==> src/scope_pkg.sv <==
`default_nettype none

package scope_pkg;

  //////////////////////////////
  // widths
  //////////////////////////////

  localparam int unsigned dwi = 14;  // input sample, signed
  localparam int unsigned dwo = 14;  // output sample, signed
  localparam int unsigned dwc = 17;  // decimation counter
  localparam int unsigned dws = 4;   // shift amount

  // axi4-lite bus
  localparam int unsigned axi_aw = 8;
  localparam int unsigned axi_dw = 32;

  localparam logic [1:0] resp_okay   = 2'b00;
  localparam logic [1:0] resp_slverr = 2'b10;

  //////////////////////////////
  // register map
  //////////////////////////////

  localparam logic [axi_aw-1:0] reg_ctl = 8'h00;  // bit 0 clear, bit 1 sw trigger
  localparam logic [axi_aw-1:0] reg_avg = 8'h08;  // averaging enable
  localparam logic [axi_aw-1:0] reg_dec = 8'h0C;  // decimation factor
  localparam logic [axi_aw-1:0] reg_shr = 8'h10;  // sum shift right
  localparam logic [axi_aw-1:0] reg_lvl = 8'h14;  // trigger level
  localparam logic [axi_aw-1:0] reg_hst = 8'h18;  // hysteresis

  // configuration seen by the datapath
  typedef struct packed {
    logic                  avg;  // average instead of pick
    logic [dwc-1:0]        dec;  // 0 acts as 1
    logic [dws-1:0]        shr;
    logic signed [dwi-1:0] lvl;
    logic signed [dwi-1:0] hst;
  } scope_cfg_t;

endpackage : scope_pkg

`default_nettype wire

==> src/scope_dec_avg.sv <==
`timescale 1ns/1ps
`default_nettype none

module scope_dec_avg (
  input  wire                                 clk,
  input  wire                                 rstn,
  input  wire                                 clr,      // drop partial group
  input  scope_pkg::scope_cfg_t               cfg,
  // input stream
  input  wire  signed [scope_pkg::dwi-1:0]    sti_dat,
  input  wire                                 sti_vld,
  output logic                                sti_rdy,
  // output stream
  output logic signed [scope_pkg::dwo-1:0]    sto_dat,
  output logic                                sto_vld,
  input  wire                                 sto_rdy
);

  logic                                                in_hs;    // input transfer
  logic                        [scope_pkg::dwc-1:0]    dec_eff;  // factor, 0 -> 1
  logic                        [scope_pkg::dwc-1:0]    cnt;      // accepted in group
  logic                                                grp_end;  // d-th sample now
  logic signed [scope_pkg::dwi+scope_pkg::dwc-1:0]     smp_ext;
  logic signed [scope_pkg::dwi+scope_pkg::dwc-1:0]     sum;
  logic signed [scope_pkg::dwi+scope_pkg::dwc-1:0]     sum_nxt;
  logic signed [scope_pkg::dwi+scope_pkg::dwc-1:0]     sum_shr;  // averaged result

  //////////////////////////////
  // handshake
  //////////////////////////////

  // free slot or slot emptied this cycle
  assign sti_rdy = ~sto_vld | sto_rdy;
  assign in_hs   = sti_vld & sti_rdy;

  //////////////////////////////
  // group counter and sum
  //////////////////////////////

  assign dec_eff = (cfg.dec == '0) ? {{(scope_pkg::dwc-1){1'b0}}, 1'b1} : cfg.dec;
  assign grp_end = (cnt >= dec_eff - 1'b1);  // >= covers a factor lowered mid group

  assign smp_ext = sti_dat;            // sign extend
  assign sum_nxt = sum + smp_ext;
  assign sum_shr = sum_nxt >>> cfg.shr;  // arithmetic

  always_ff @(posedge clk) begin
    if (!rstn) begin
      cnt     <= '0;
      sum     <= '0;
      sto_vld <= 1'b0;
    end else if (clr) begin
      cnt     <= '0;  // discard partial group
      sum     <= '0;
      sto_vld <= 1'b0;
    end else begin
      if (in_hs) begin
        if (grp_end) begin
          cnt <= '0;
          sum <= '0;
        end else begin
          cnt <= cnt + 1'b1;
          sum <= sum_nxt;
        end
      end
      // new result wins over the drain
      if (in_hs && grp_end) begin
        sto_vld <= 1'b1;
      end else if (sto_rdy) begin
        sto_vld <= 1'b0;
      end
    end
  end

  //////////////////////////////
  // output register
  //////////////////////////////

  always_ff @(posedge clk) begin
    if (in_hs && grp_end) begin
      // low bits only, no saturation
      sto_dat <= cfg.avg ? sum_shr[scope_pkg::dwo-1:0] : smp_ext[scope_pkg::dwo-1:0];
    end
  end

endmodule : scope_dec_avg

`default_nettype wire

==> src/scope_edge.sv <==
`timescale 1ns/1ps
`default_nettype none

module scope_edge (
  input  wire                             clk,
  input  wire                             rstn,
  input  scope_pkg::scope_cfg_t           cfg,
  // observed stream
  input  wire signed [scope_pkg::dwi-1:0] sti_dat,
  input  wire                             sti_vld,
  input  wire                             sti_rdy,
  // triggers
  output logic                            trg_pdg,  // rising
  output logic                            trg_ndg   // falling
);

  logic                           in_hs;
  logic signed [scope_pkg::dwi:0] smp;     // one guard bit
  logic signed [scope_pkg::dwi:0] lvl_x;
  logic signed [scope_pkg::dwi:0] hst_x;
  logic signed [scope_pkg::dwi:0] thr_lo;  // lvl - hst
  logic signed [scope_pkg::dwi:0] thr_hi;  // lvl + hst
  logic                           arm_p;   // seen below thr_lo
  logic                           arm_n;   // seen above thr_hi

  assign in_hs = sti_vld & sti_rdy;

  // widen first so the thresholds cannot wrap
  assign smp    = sti_dat;
  assign lvl_x  = cfg.lvl;
  assign hst_x  = cfg.hst;
  assign thr_lo = lvl_x - hst_x;
  assign thr_hi = lvl_x + hst_x;

  //////////////////////////////
  // schmitt trigger
  //////////////////////////////

  always_ff @(posedge clk) begin
    if (!rstn) begin
      arm_p   <= 1'b0;
      arm_n   <= 1'b0;
      trg_pdg <= 1'b0;
      trg_ndg <= 1'b0;
    end else begin
      trg_pdg <= in_hs & arm_p & (smp >= lvl_x);  // one cycle pulse
      trg_ndg <= in_hs & arm_n & (smp <= lvl_x);
      if (in_hs) begin
        // rising side
        if (arm_p && smp >= lvl_x) begin
          arm_p <= 1'b0;
        end else if (smp < thr_lo) begin
          arm_p <= 1'b1;
        end
        // falling side, mirrored
        if (arm_n && smp <= lvl_x) begin
          arm_n <= 1'b0;
        end else if (smp > thr_hi) begin
          arm_n <= 1'b1;
        end
      end
    end
  end

endmodule : scope_edge

`default_nettype wire

==> src/scope_regs.sv <==
`timescale 1ns/1ps
`default_nettype none

module scope_regs (
  input  wire                                clk,
  input  wire                                rstn,
  // write address
  input  wire        [scope_pkg::axi_aw-1:0] awaddr,
  input  wire                                awvalid,
  output logic                               awready,
  // write data
  input  wire        [scope_pkg::axi_dw-1:0] wdata,
  input  wire      [scope_pkg::axi_dw/8-1:0] wstrb,
  input  wire                                wvalid,
  output logic                               wready,
  // write response
  output logic                         [1:0] bresp,
  output logic                               bvalid,
  input  wire                                bready,
  // read address
  input  wire        [scope_pkg::axi_aw-1:0] araddr,
  input  wire                                arvalid,
  output logic                               arready,
  // read data
  output logic       [scope_pkg::axi_dw-1:0] rdata,
  output logic                         [1:0] rresp,
  output logic                               rvalid,
  input  wire                                rready,
  // to datapath
  output scope_pkg::scope_cfg_t              cfg,
  output logic                               clr,      // decimator clear pulse
  output logic                               trg_swo   // software trigger pulse
);

  logic                         wr_en;   // aw and w transfer
  logic                         rd_en;   // ar transfer
  logic [scope_pkg::axi_dw-1:0] wr_val;  // old value merged with strobed bytes
  logic                         ctl_wr;  // byte 0 of reg_ctl written

  //////////////////////////////
  // decode helpers
  //////////////////////////////

  // current field value as seen on the bus
  function automatic logic [scope_pkg::axi_dw-1:0] reg_val(
    input logic [scope_pkg::axi_aw-1:0] addr,
    input scope_pkg::scope_cfg_t        c
  );
    case (addr)
      scope_pkg::reg_avg: reg_val = {{(scope_pkg::axi_dw-1){1'b0}}, c.avg};
      scope_pkg::reg_dec: reg_val = {{(scope_pkg::axi_dw-scope_pkg::dwc){1'b0}}, c.dec};
      scope_pkg::reg_shr: reg_val = {{(scope_pkg::axi_dw-scope_pkg::dws){1'b0}}, c.shr};
      scope_pkg::reg_lvl: reg_val = {{(scope_pkg::axi_dw-scope_pkg::dwi){c.lvl[scope_pkg::dwi-1]}},
                                     c.lvl};  // sign extended
      scope_pkg::reg_hst: reg_val = {{(scope_pkg::axi_dw-scope_pkg::dwi){c.hst[scope_pkg::dwi-1]}},
                                     c.hst};
      default:            reg_val = '0;  // ctl and holes read 0
    endcase
  endfunction

  function automatic logic reg_hit(input logic [scope_pkg::axi_aw-1:0] addr);
    case (addr)
      scope_pkg::reg_ctl, scope_pkg::reg_avg, scope_pkg::reg_dec,
      scope_pkg::reg_shr, scope_pkg::reg_lvl, scope_pkg::reg_hst: reg_hit = 1'b1;
      default:                                                     reg_hit = 1'b0;
    endcase
  endfunction

  // byte lane merge
  function automatic logic [scope_pkg::axi_dw-1:0] strb_merge(
    input logic [scope_pkg::axi_dw-1:0]   old_val,
    input logic [scope_pkg::axi_dw-1:0]   new_val,
    input logic [scope_pkg::axi_dw/8-1:0] strb
  );
    logic [scope_pkg::axi_dw-1:0] res;
    for (int i = 0; i < scope_pkg::axi_dw/8; i++) begin
      res[8*i +: 8] = strb[i] ? new_val[8*i +: 8] : old_val[8*i +: 8];
    end
    return res;
  endfunction

  //////////////////////////////
  // write channel
  //////////////////////////////

  assign wr_en  = awvalid & awready & wvalid & wready;
  assign wr_val = strb_merge(reg_val(awaddr, cfg), wdata, wstrb);
  assign ctl_wr = wr_en & (awaddr == scope_pkg::reg_ctl) & wstrb[0];

  always_ff @(posedge clk) begin
    if (!rstn) begin
      awready <= 1'b0;
      wready  <= 1'b0;
      bvalid  <= 1'b0;
    end else begin
      // take aw and w together, one cycle, only with no response pending
      awready <= awvalid & wvalid & ~awready & ~bvalid;
      wready  <= awvalid & wvalid & ~awready & ~bvalid;
      if (wr_en) begin
        bvalid <= 1'b1;
      end else if (bready) begin
        bvalid <= 1'b0;  // response taken
      end
    end
  end

  always_ff @(posedge clk) begin
    if (wr_en) begin
      bresp <= reg_hit(awaddr) ? scope_pkg::resp_okay : scope_pkg::resp_slverr;
    end
  end

  // config fields, updated on the bvalid edge
  always_ff @(posedge clk) begin
    if (!rstn) begin
      cfg     <= '0;
      clr     <= 1'b0;
      trg_swo <= 1'b0;
    end else begin
      clr     <= ctl_wr & wdata[0];
      trg_swo <= ctl_wr & wdata[1];
      if (wr_en) begin
        case (awaddr)
          scope_pkg::reg_avg: cfg.avg <= wr_val[0];
          scope_pkg::reg_dec: cfg.dec <= wr_val[scope_pkg::dwc-1:0];
          scope_pkg::reg_shr: cfg.shr <= wr_val[scope_pkg::dws-1:0];
          scope_pkg::reg_lvl: cfg.lvl <= wr_val[scope_pkg::dwi-1:0];
          scope_pkg::reg_hst: cfg.hst <= wr_val[scope_pkg::dwi-1:0];
          default: ;  // ctl is pulses only, holes ignored
        endcase
      end
    end
  end

  //////////////////////////////
  // read channel
  //////////////////////////////

  assign rd_en = arvalid & arready;

  always_ff @(posedge clk) begin
    if (!rstn) begin
      arready <= 1'b0;
      rvalid  <= 1'b0;
    end else begin
      arready <= arvalid & ~arready & ~rvalid;  // one read in flight
      if (rd_en) begin
        rvalid <= 1'b1;
      end else if (rready) begin
        rvalid <= 1'b0;
      end
    end
  end

  always_ff @(posedge clk) begin
    if (rd_en) begin
      rdata <= reg_val(araddr, cfg);
      rresp <= reg_hit(araddr) ? scope_pkg::resp_okay : scope_pkg::resp_slverr;
    end
  end

endmodule : scope_regs

`default_nettype wire

==> src/scope_top.sv <==
`timescale 1ns/1ps
`default_nettype none

module scope_top (
  input  wire                                clk,
  input  wire                                rstn,
  // axi4-lite slave
  input  wire        [scope_pkg::axi_aw-1:0] awaddr,
  input  wire                                awvalid,
  output logic                               awready,
  input  wire        [scope_pkg::axi_dw-1:0] wdata,
  input  wire      [scope_pkg::axi_dw/8-1:0] wstrb,
  input  wire                                wvalid,
  output logic                               wready,
  output logic                         [1:0] bresp,
  output logic                               bvalid,
  input  wire                                bready,
  input  wire        [scope_pkg::axi_aw-1:0] araddr,
  input  wire                                arvalid,
  output logic                               arready,
  output logic       [scope_pkg::axi_dw-1:0] rdata,
  output logic                         [1:0] rresp,
  output logic                               rvalid,
  input  wire                                rready,
  // adc stream in
  input  wire  signed  [scope_pkg::dwi-1:0]  sti_dat,
  input  wire                                sti_vld,
  output logic                               sti_rdy,
  // decimated stream out
  output logic signed  [scope_pkg::dwo-1:0]  sto_dat,
  output logic                               sto_vld,
  input  wire                                sto_rdy,
  // triggers
  output logic                               trg_swo,
  output logic                         [1:0] trg_out   // 0 rising, 1 falling
);

  scope_pkg::scope_cfg_t cfg;  // shared config
  logic                  clr;

  //////////////////////////////
  // input side
  //////////////////////////////

  scope_regs regs_i (
    .clk     (clk),
    .rstn    (rstn),
    .awaddr  (awaddr),
    .awvalid (awvalid),
    .awready (awready),
    .wdata   (wdata),
    .wstrb   (wstrb),
    .wvalid  (wvalid),
    .wready  (wready),
    .bresp   (bresp),
    .bvalid  (bvalid),
    .bready  (bready),
    .araddr  (araddr),
    .arvalid (arvalid),
    .arready (arready),
    .rdata   (rdata),
    .rresp   (rresp),
    .rvalid  (rvalid),
    .rready  (rready),
    .cfg     (cfg),
    .clr     (clr),
    .trg_swo (trg_swo)
  );

  //////////////////////////////
  // processing
  //////////////////////////////

  scope_dec_avg dec_i (
    .clk     (clk),
    .rstn    (rstn),
    .clr     (clr),
    .cfg     (cfg),
    .sti_dat (sti_dat),
    .sti_vld (sti_vld),
    .sti_rdy (sti_rdy),  // decimator owns input ready
    .sto_dat (sto_dat),
    .sto_vld (sto_vld),
    .sto_rdy (sto_rdy)
  );

  scope_edge edge_i (
    .clk     (clk),
    .rstn    (rstn),
    .cfg     (cfg),
    .sti_dat (sti_dat),
    .sti_vld (sti_vld),
    .sti_rdy (sti_rdy),  // observe only
    .trg_pdg (trg_out[0]),
    .trg_ndg (trg_out[1])
  );

endmodule : scope_top

`default_nettype wire

==> config.mk <==
export PLATFORM = sky130hd
export DESIGN_NAME = scope_top
export DESIGN_NICKNAME = d
export VERILOG_FILES = /design/src/scope_pkg.sv /design/src/scope_dec_avg.sv /design/src/scope_edge.sv /design/src/scope_regs.sv /design/src/scope_top.sv
export SDC_FILE = /design/constraint.sdc
export NUM_CORES = 1
export LEC_CHECK = 0
export BUFFER_PORTS_ARGS = -buffer_cell sky130_fd_sc_hd__buf_2
export CORE_MARGIN = 1.5
export CORE_UTILIZATION = 46
export DETAILED_ROUTE_END_ITERATION = 8
export GPL_ROUTABILITY_DRIVEN = 1
export PLACE_DENSITY = 0.65
export SLEW_MARGIN = 10
export SYNTH_ARGS = -nofsm -noshare
export SYNTH_HDL_FRONTEND = slang
export SYNTH_SLANG_ARGS = --single-unit
==> constraint.sdc <==
create_clock -name clk -period 5.9 [get_ports clk]
set_input_delay 1.18 -clock clk [delete_from_list [all_inputs] [get_ports clk]]
set_output_delay 1.18 -clock clk [all_outputs]
set_load 0.1 [all_outputs]
==> metrics.md <==
| Metric | Value |
|---|---|
| CP cell instances | `or4_1 -> nor3_1 -> a31oi_1 -> ha_1 -> nand2b_1 -> or3_1 -> nor4_1 -> nand2_1 -> xor2_1 -> ha_1 -> nand3_1 -> a21boi_0 -> o21a_1 -> o21a_1 -> o21ai_0 -> a211o_1 -> nand3_1 -> a21oi_1` |
| TritonCTS clock tree | `yes` |
| Core box area | `around 26000 µm²` |
| Wirelength, routed | `~35000 µm` |
| Buffers plus inverters on the worst setup path | `0` |
| P&R area growth vs syn | `9.804%` |
| Worst reg2reg path depth | `18` |
| LEAKAGE | `between 5 and 6 nW` |
| H-tree depth | `4` |
| Multi-input gate area | `between 8000 and 9000 µm²` |
| Async set or reset register ratio after synthesis | `0` |
| Antenna violations before repair | `0` |
| Sequential area share after synthesis | `0.2628` |
| Most frequent cells in the layout | `172 x nand2_1, 129 x a21oi_1, 129 x nor2_1, 118 x ha_1, 116 x buf_2` |
| Final Hold Fails | `0` |
| Overall Global Routing Usage | `0.2569` |
| Post-CTS Repair Setup Buffers | `0` |
| WL/cell | `18.26 µm` |
| Post-Syn Instances | `1502` |
| HP Class | `flip-flop to flip-flop` |
| Port bufs | `116` |
| Clk sinks | `around 140` |
| Worst r2r src | `regs_i.cfg[42]` |
| Post-CTS Resized | `0` |
| YS warnings | `0` |
| Slowest cell on the critical path | `a211o_1` |
| Power consumption | `~2.4 mW` |
| Cts bufs inserted | `17` |
| Clock tree buffer depth | `2` |
| Setup tns final | `0 ns` |
| DRT antenna net count | `0` |
| Dpl cells | `around 1.9k` |
| Fin cells | `around 1.9k` |
| Fmax | `about 0.20 GHz` |
| Final worst slack | `1.006 ns` |
| Pwr per Cell Area | `roughly 180 nW/µm²` |
| Residual overflow from global routing | `0` |
| Clock root cell | `clkbuf_16` |
| MaxCap Viol Count | `0` |
| Layout cells sized above 1 | `0.1224` |
| Crit Path Max Fanout | `16` |
| Initial DRC count | `1138` |
| RSZ-0062 raised after global routing | `false` |
| DRC violations left | `0` |
| Number of global-route vias before repair | `slightly above 10k` |
| Tcrit/Tclk final | `0.8295` |
| Actual slew at the worst max-slew pin | `between 1 and 1.5 ns` |
| Endpoint class of the critical path | `flip-flop` |
| Register area | `~3200 µm²` |
| Pre-CTS WS | `between 0.8 and 0.9 ns` |
| Critical path class | `flip-flop to flip-flop` |
| Filler cells | `approximately 2.5k` |
| Synth unique cells | `80` |
| CP Launch Type | `flip-flop` |
| Die ar. | `27140 µm²` |
| Starting density of the core | `0.4658` |
| # hold bufs at CTS | `0` |
| Critical Path Stages | `18` |
| Status | `finished clean` |
| R2R Setup Slk | `about 1 ns` |
| Total iterations of the first detailed-routing run | `7` |
| Die H | `164.7 µm` |
| Most common cell after layout, fill and taps aside | `nand2_1` |
| Setup crit start | `regs_i.cfg[42]` |
| R2r endpoint | `dec_i.sum[18]` |
| Main synth FF type | `dfxtp_1` |
| Rows | `59` |
| Min Tclk post-route | `4.894 ns` |
| DP HPWL | `between 20000 and 30000 µm` |
| Vias | `about 11k` |
| Num ports | `135` |
| Largest net degree at the start of global routing | `between 50 and 60` |
| # diodes | `0` |
| CP arrival | `around 5.3 ns` |
| Die W | `between 150 and 200 µm` |
| Net count, final | `around 1.7k` |
| Flops & latches, synth | `141` |
| VDD IR max | `around 0.00019 V` |
| Reg clk slew, reported paths | `0.07 ns` |
| Placed inst area | `about 13000 µm²` |
| Delay-heaviest family, CP | `compound AO/OA/AOI/OAI gates` |
| Placer Congestion | `between 0.9 and 1` |
| Final instance area | `13210 µm²` |
| Relative slew slack | `0.2457` |
| Number of synthesized flops with an enable pin | `34` |
| Worst Setup EP | `dec_i.sum[18]` |
| Slew Viols, Final | `0` |
| Vias per inst | `5.959` |
| Average instance area after synthesis | `roughly 8 µm²` |
| Slowest stage delay, CP | `a little under 0.7 ns` |
| Clock latency on the worst-skew pair | `0.43 ns` |
| Setup violators final | `0` |
| First-pass GRT wire length | `54600 µm` |
| Post-synth design cell area | `roughly 12000 µm²` |
| CP Data Required Time | `roughly 6.3 ns` |
| Clock skew | `~0.011 ns` |
-- stage by stage --
stage          hold slack, ns  utilization
3_5_place_dp           0.4281       0.4893
3_3_place_gp           0.4170       0.4893
5_1_grt                0.4670       0.5114
6_report               0.4356       0.5114
4_1_cts                0.4362       0.5114
2_1_floorplan          0.4227            -
-- area by class of cell --
cell class                      instances  area share
Inverter                              101     0.02869
Timing Repair Buffer                  124     0.04848
Clock buffer                           19     0.03437
Tap cell                              335     0.03172
Sequential cell                       141      0.2394
Multi-Input combinational cell       1163      0.6086
Clock inverter                         13    0.008806
-- registers in the layout (all words and copies together) (netlist names), 14 cells and up --
name and flops:
dec_i.sum 29, regs_i.rdata 18, dec_i.sto_dat 14, regs_i.cfg 50
dec_i.cnt 17
-- cell families (layout without fill, tap and decap cells) --
family	count (synthesis)	after routing	share of synthesized area
simple gates	512	512	0.2004
compound gates	390	390	0.2183
buf+inv	199	257	0.07018
flops	141	141	0.2628
fa+ha+maj	121	121	0.1277
xor+xnor	72	72	0.05396
mux	66	66	0.06633
other cells	1	2	0.0003116
-- worst reg2reg max path: stages, from the launching register on --
cell      delay (ns)
dfxtp_1         0.53
or4_1           0.20
nor3_1          0.06
a31oi_1         0.29
ha_1            0.26
nand2b_1        0.09
or3_1           0.38
nor4_1          0.53
nand2_1         0.13
xor2_1          0.18
ha_1            0.32
nand3_1         0.11
a21boi_0        0.08
o21a_1          0.18
o21a_1          0.16
o21ai_0         0.25
a211o_1         0.69
nand3_1         0.22
a21oi_1         0.17
-- worst min-delay path by stage --
stage / start / end / depth (start not counted)
CTS: regs_i.rvalid / regs_i.arready / 1
global route: regs_i.rvalid / regs_i.arready / 1
finish: regs_i.rvalid / regs_i.arready / 1
floorplan: edge_i.arm_p / edge_i.arm_p / 2
detailed placement: regs_i.arready / regs_i.arready / 1
global placement: regs_i.arready / regs_i.arready / 1
-- cell usage after synthesis, drive strengths merged, types with 6 or more instances --
cell,n,area share
clkbuf,65,0.020
a211o,6,0.0044
and2,17,0.0088
o21bai,10,0.0062
a221o,8,0.0067
ha,118,0.12
xor2,30,0.022
nand2b,24,0.012
dfxtp,107,0.18
o211ai,8,0.0054
or3,9,0.0047
a222oi,19,0.016
nor4,12,0.0062
buf,33,0.018
a211oi,25,0.016
o21ai,58,0.024
inv,100,0.031
edfxtp,34,0.085
nor3,37,0.015
mux4,10,0.019
a22oi,10,0.0062
o21a,18,0.012
a21o,19,0.012
xnor2,42,0.032
mux2i,49,0.041
nor3b,9,0.0060
a31oi,13,0.0068
nand3,39,0.016
o221ai,12,0.0087
nor2,129,0.040
a21oi,130,0.054
nand4,18,0.0094
nand2,172,0.054
and3,11,0.0057
nor2b,17,0.0088
a2111oi,10,0.0073
mux2,7,0.0069
-- where the power goes --
part	total, mW	switching [mW]	internal [mW]
combinational	0.351	0.254	0.0969
sequential	1.00	0.00463	0.999
clock	1.08	0.495	0.580
total	2.43	0.754	1.68
-- metal layers --
layer	track usage	routed length, µm
met4	0.06306	437
met1	0.3819	16670
met5	0	0
met3	0.03566	2518
met2	0.3885	15000
Power figures use the tool's default switching activity.
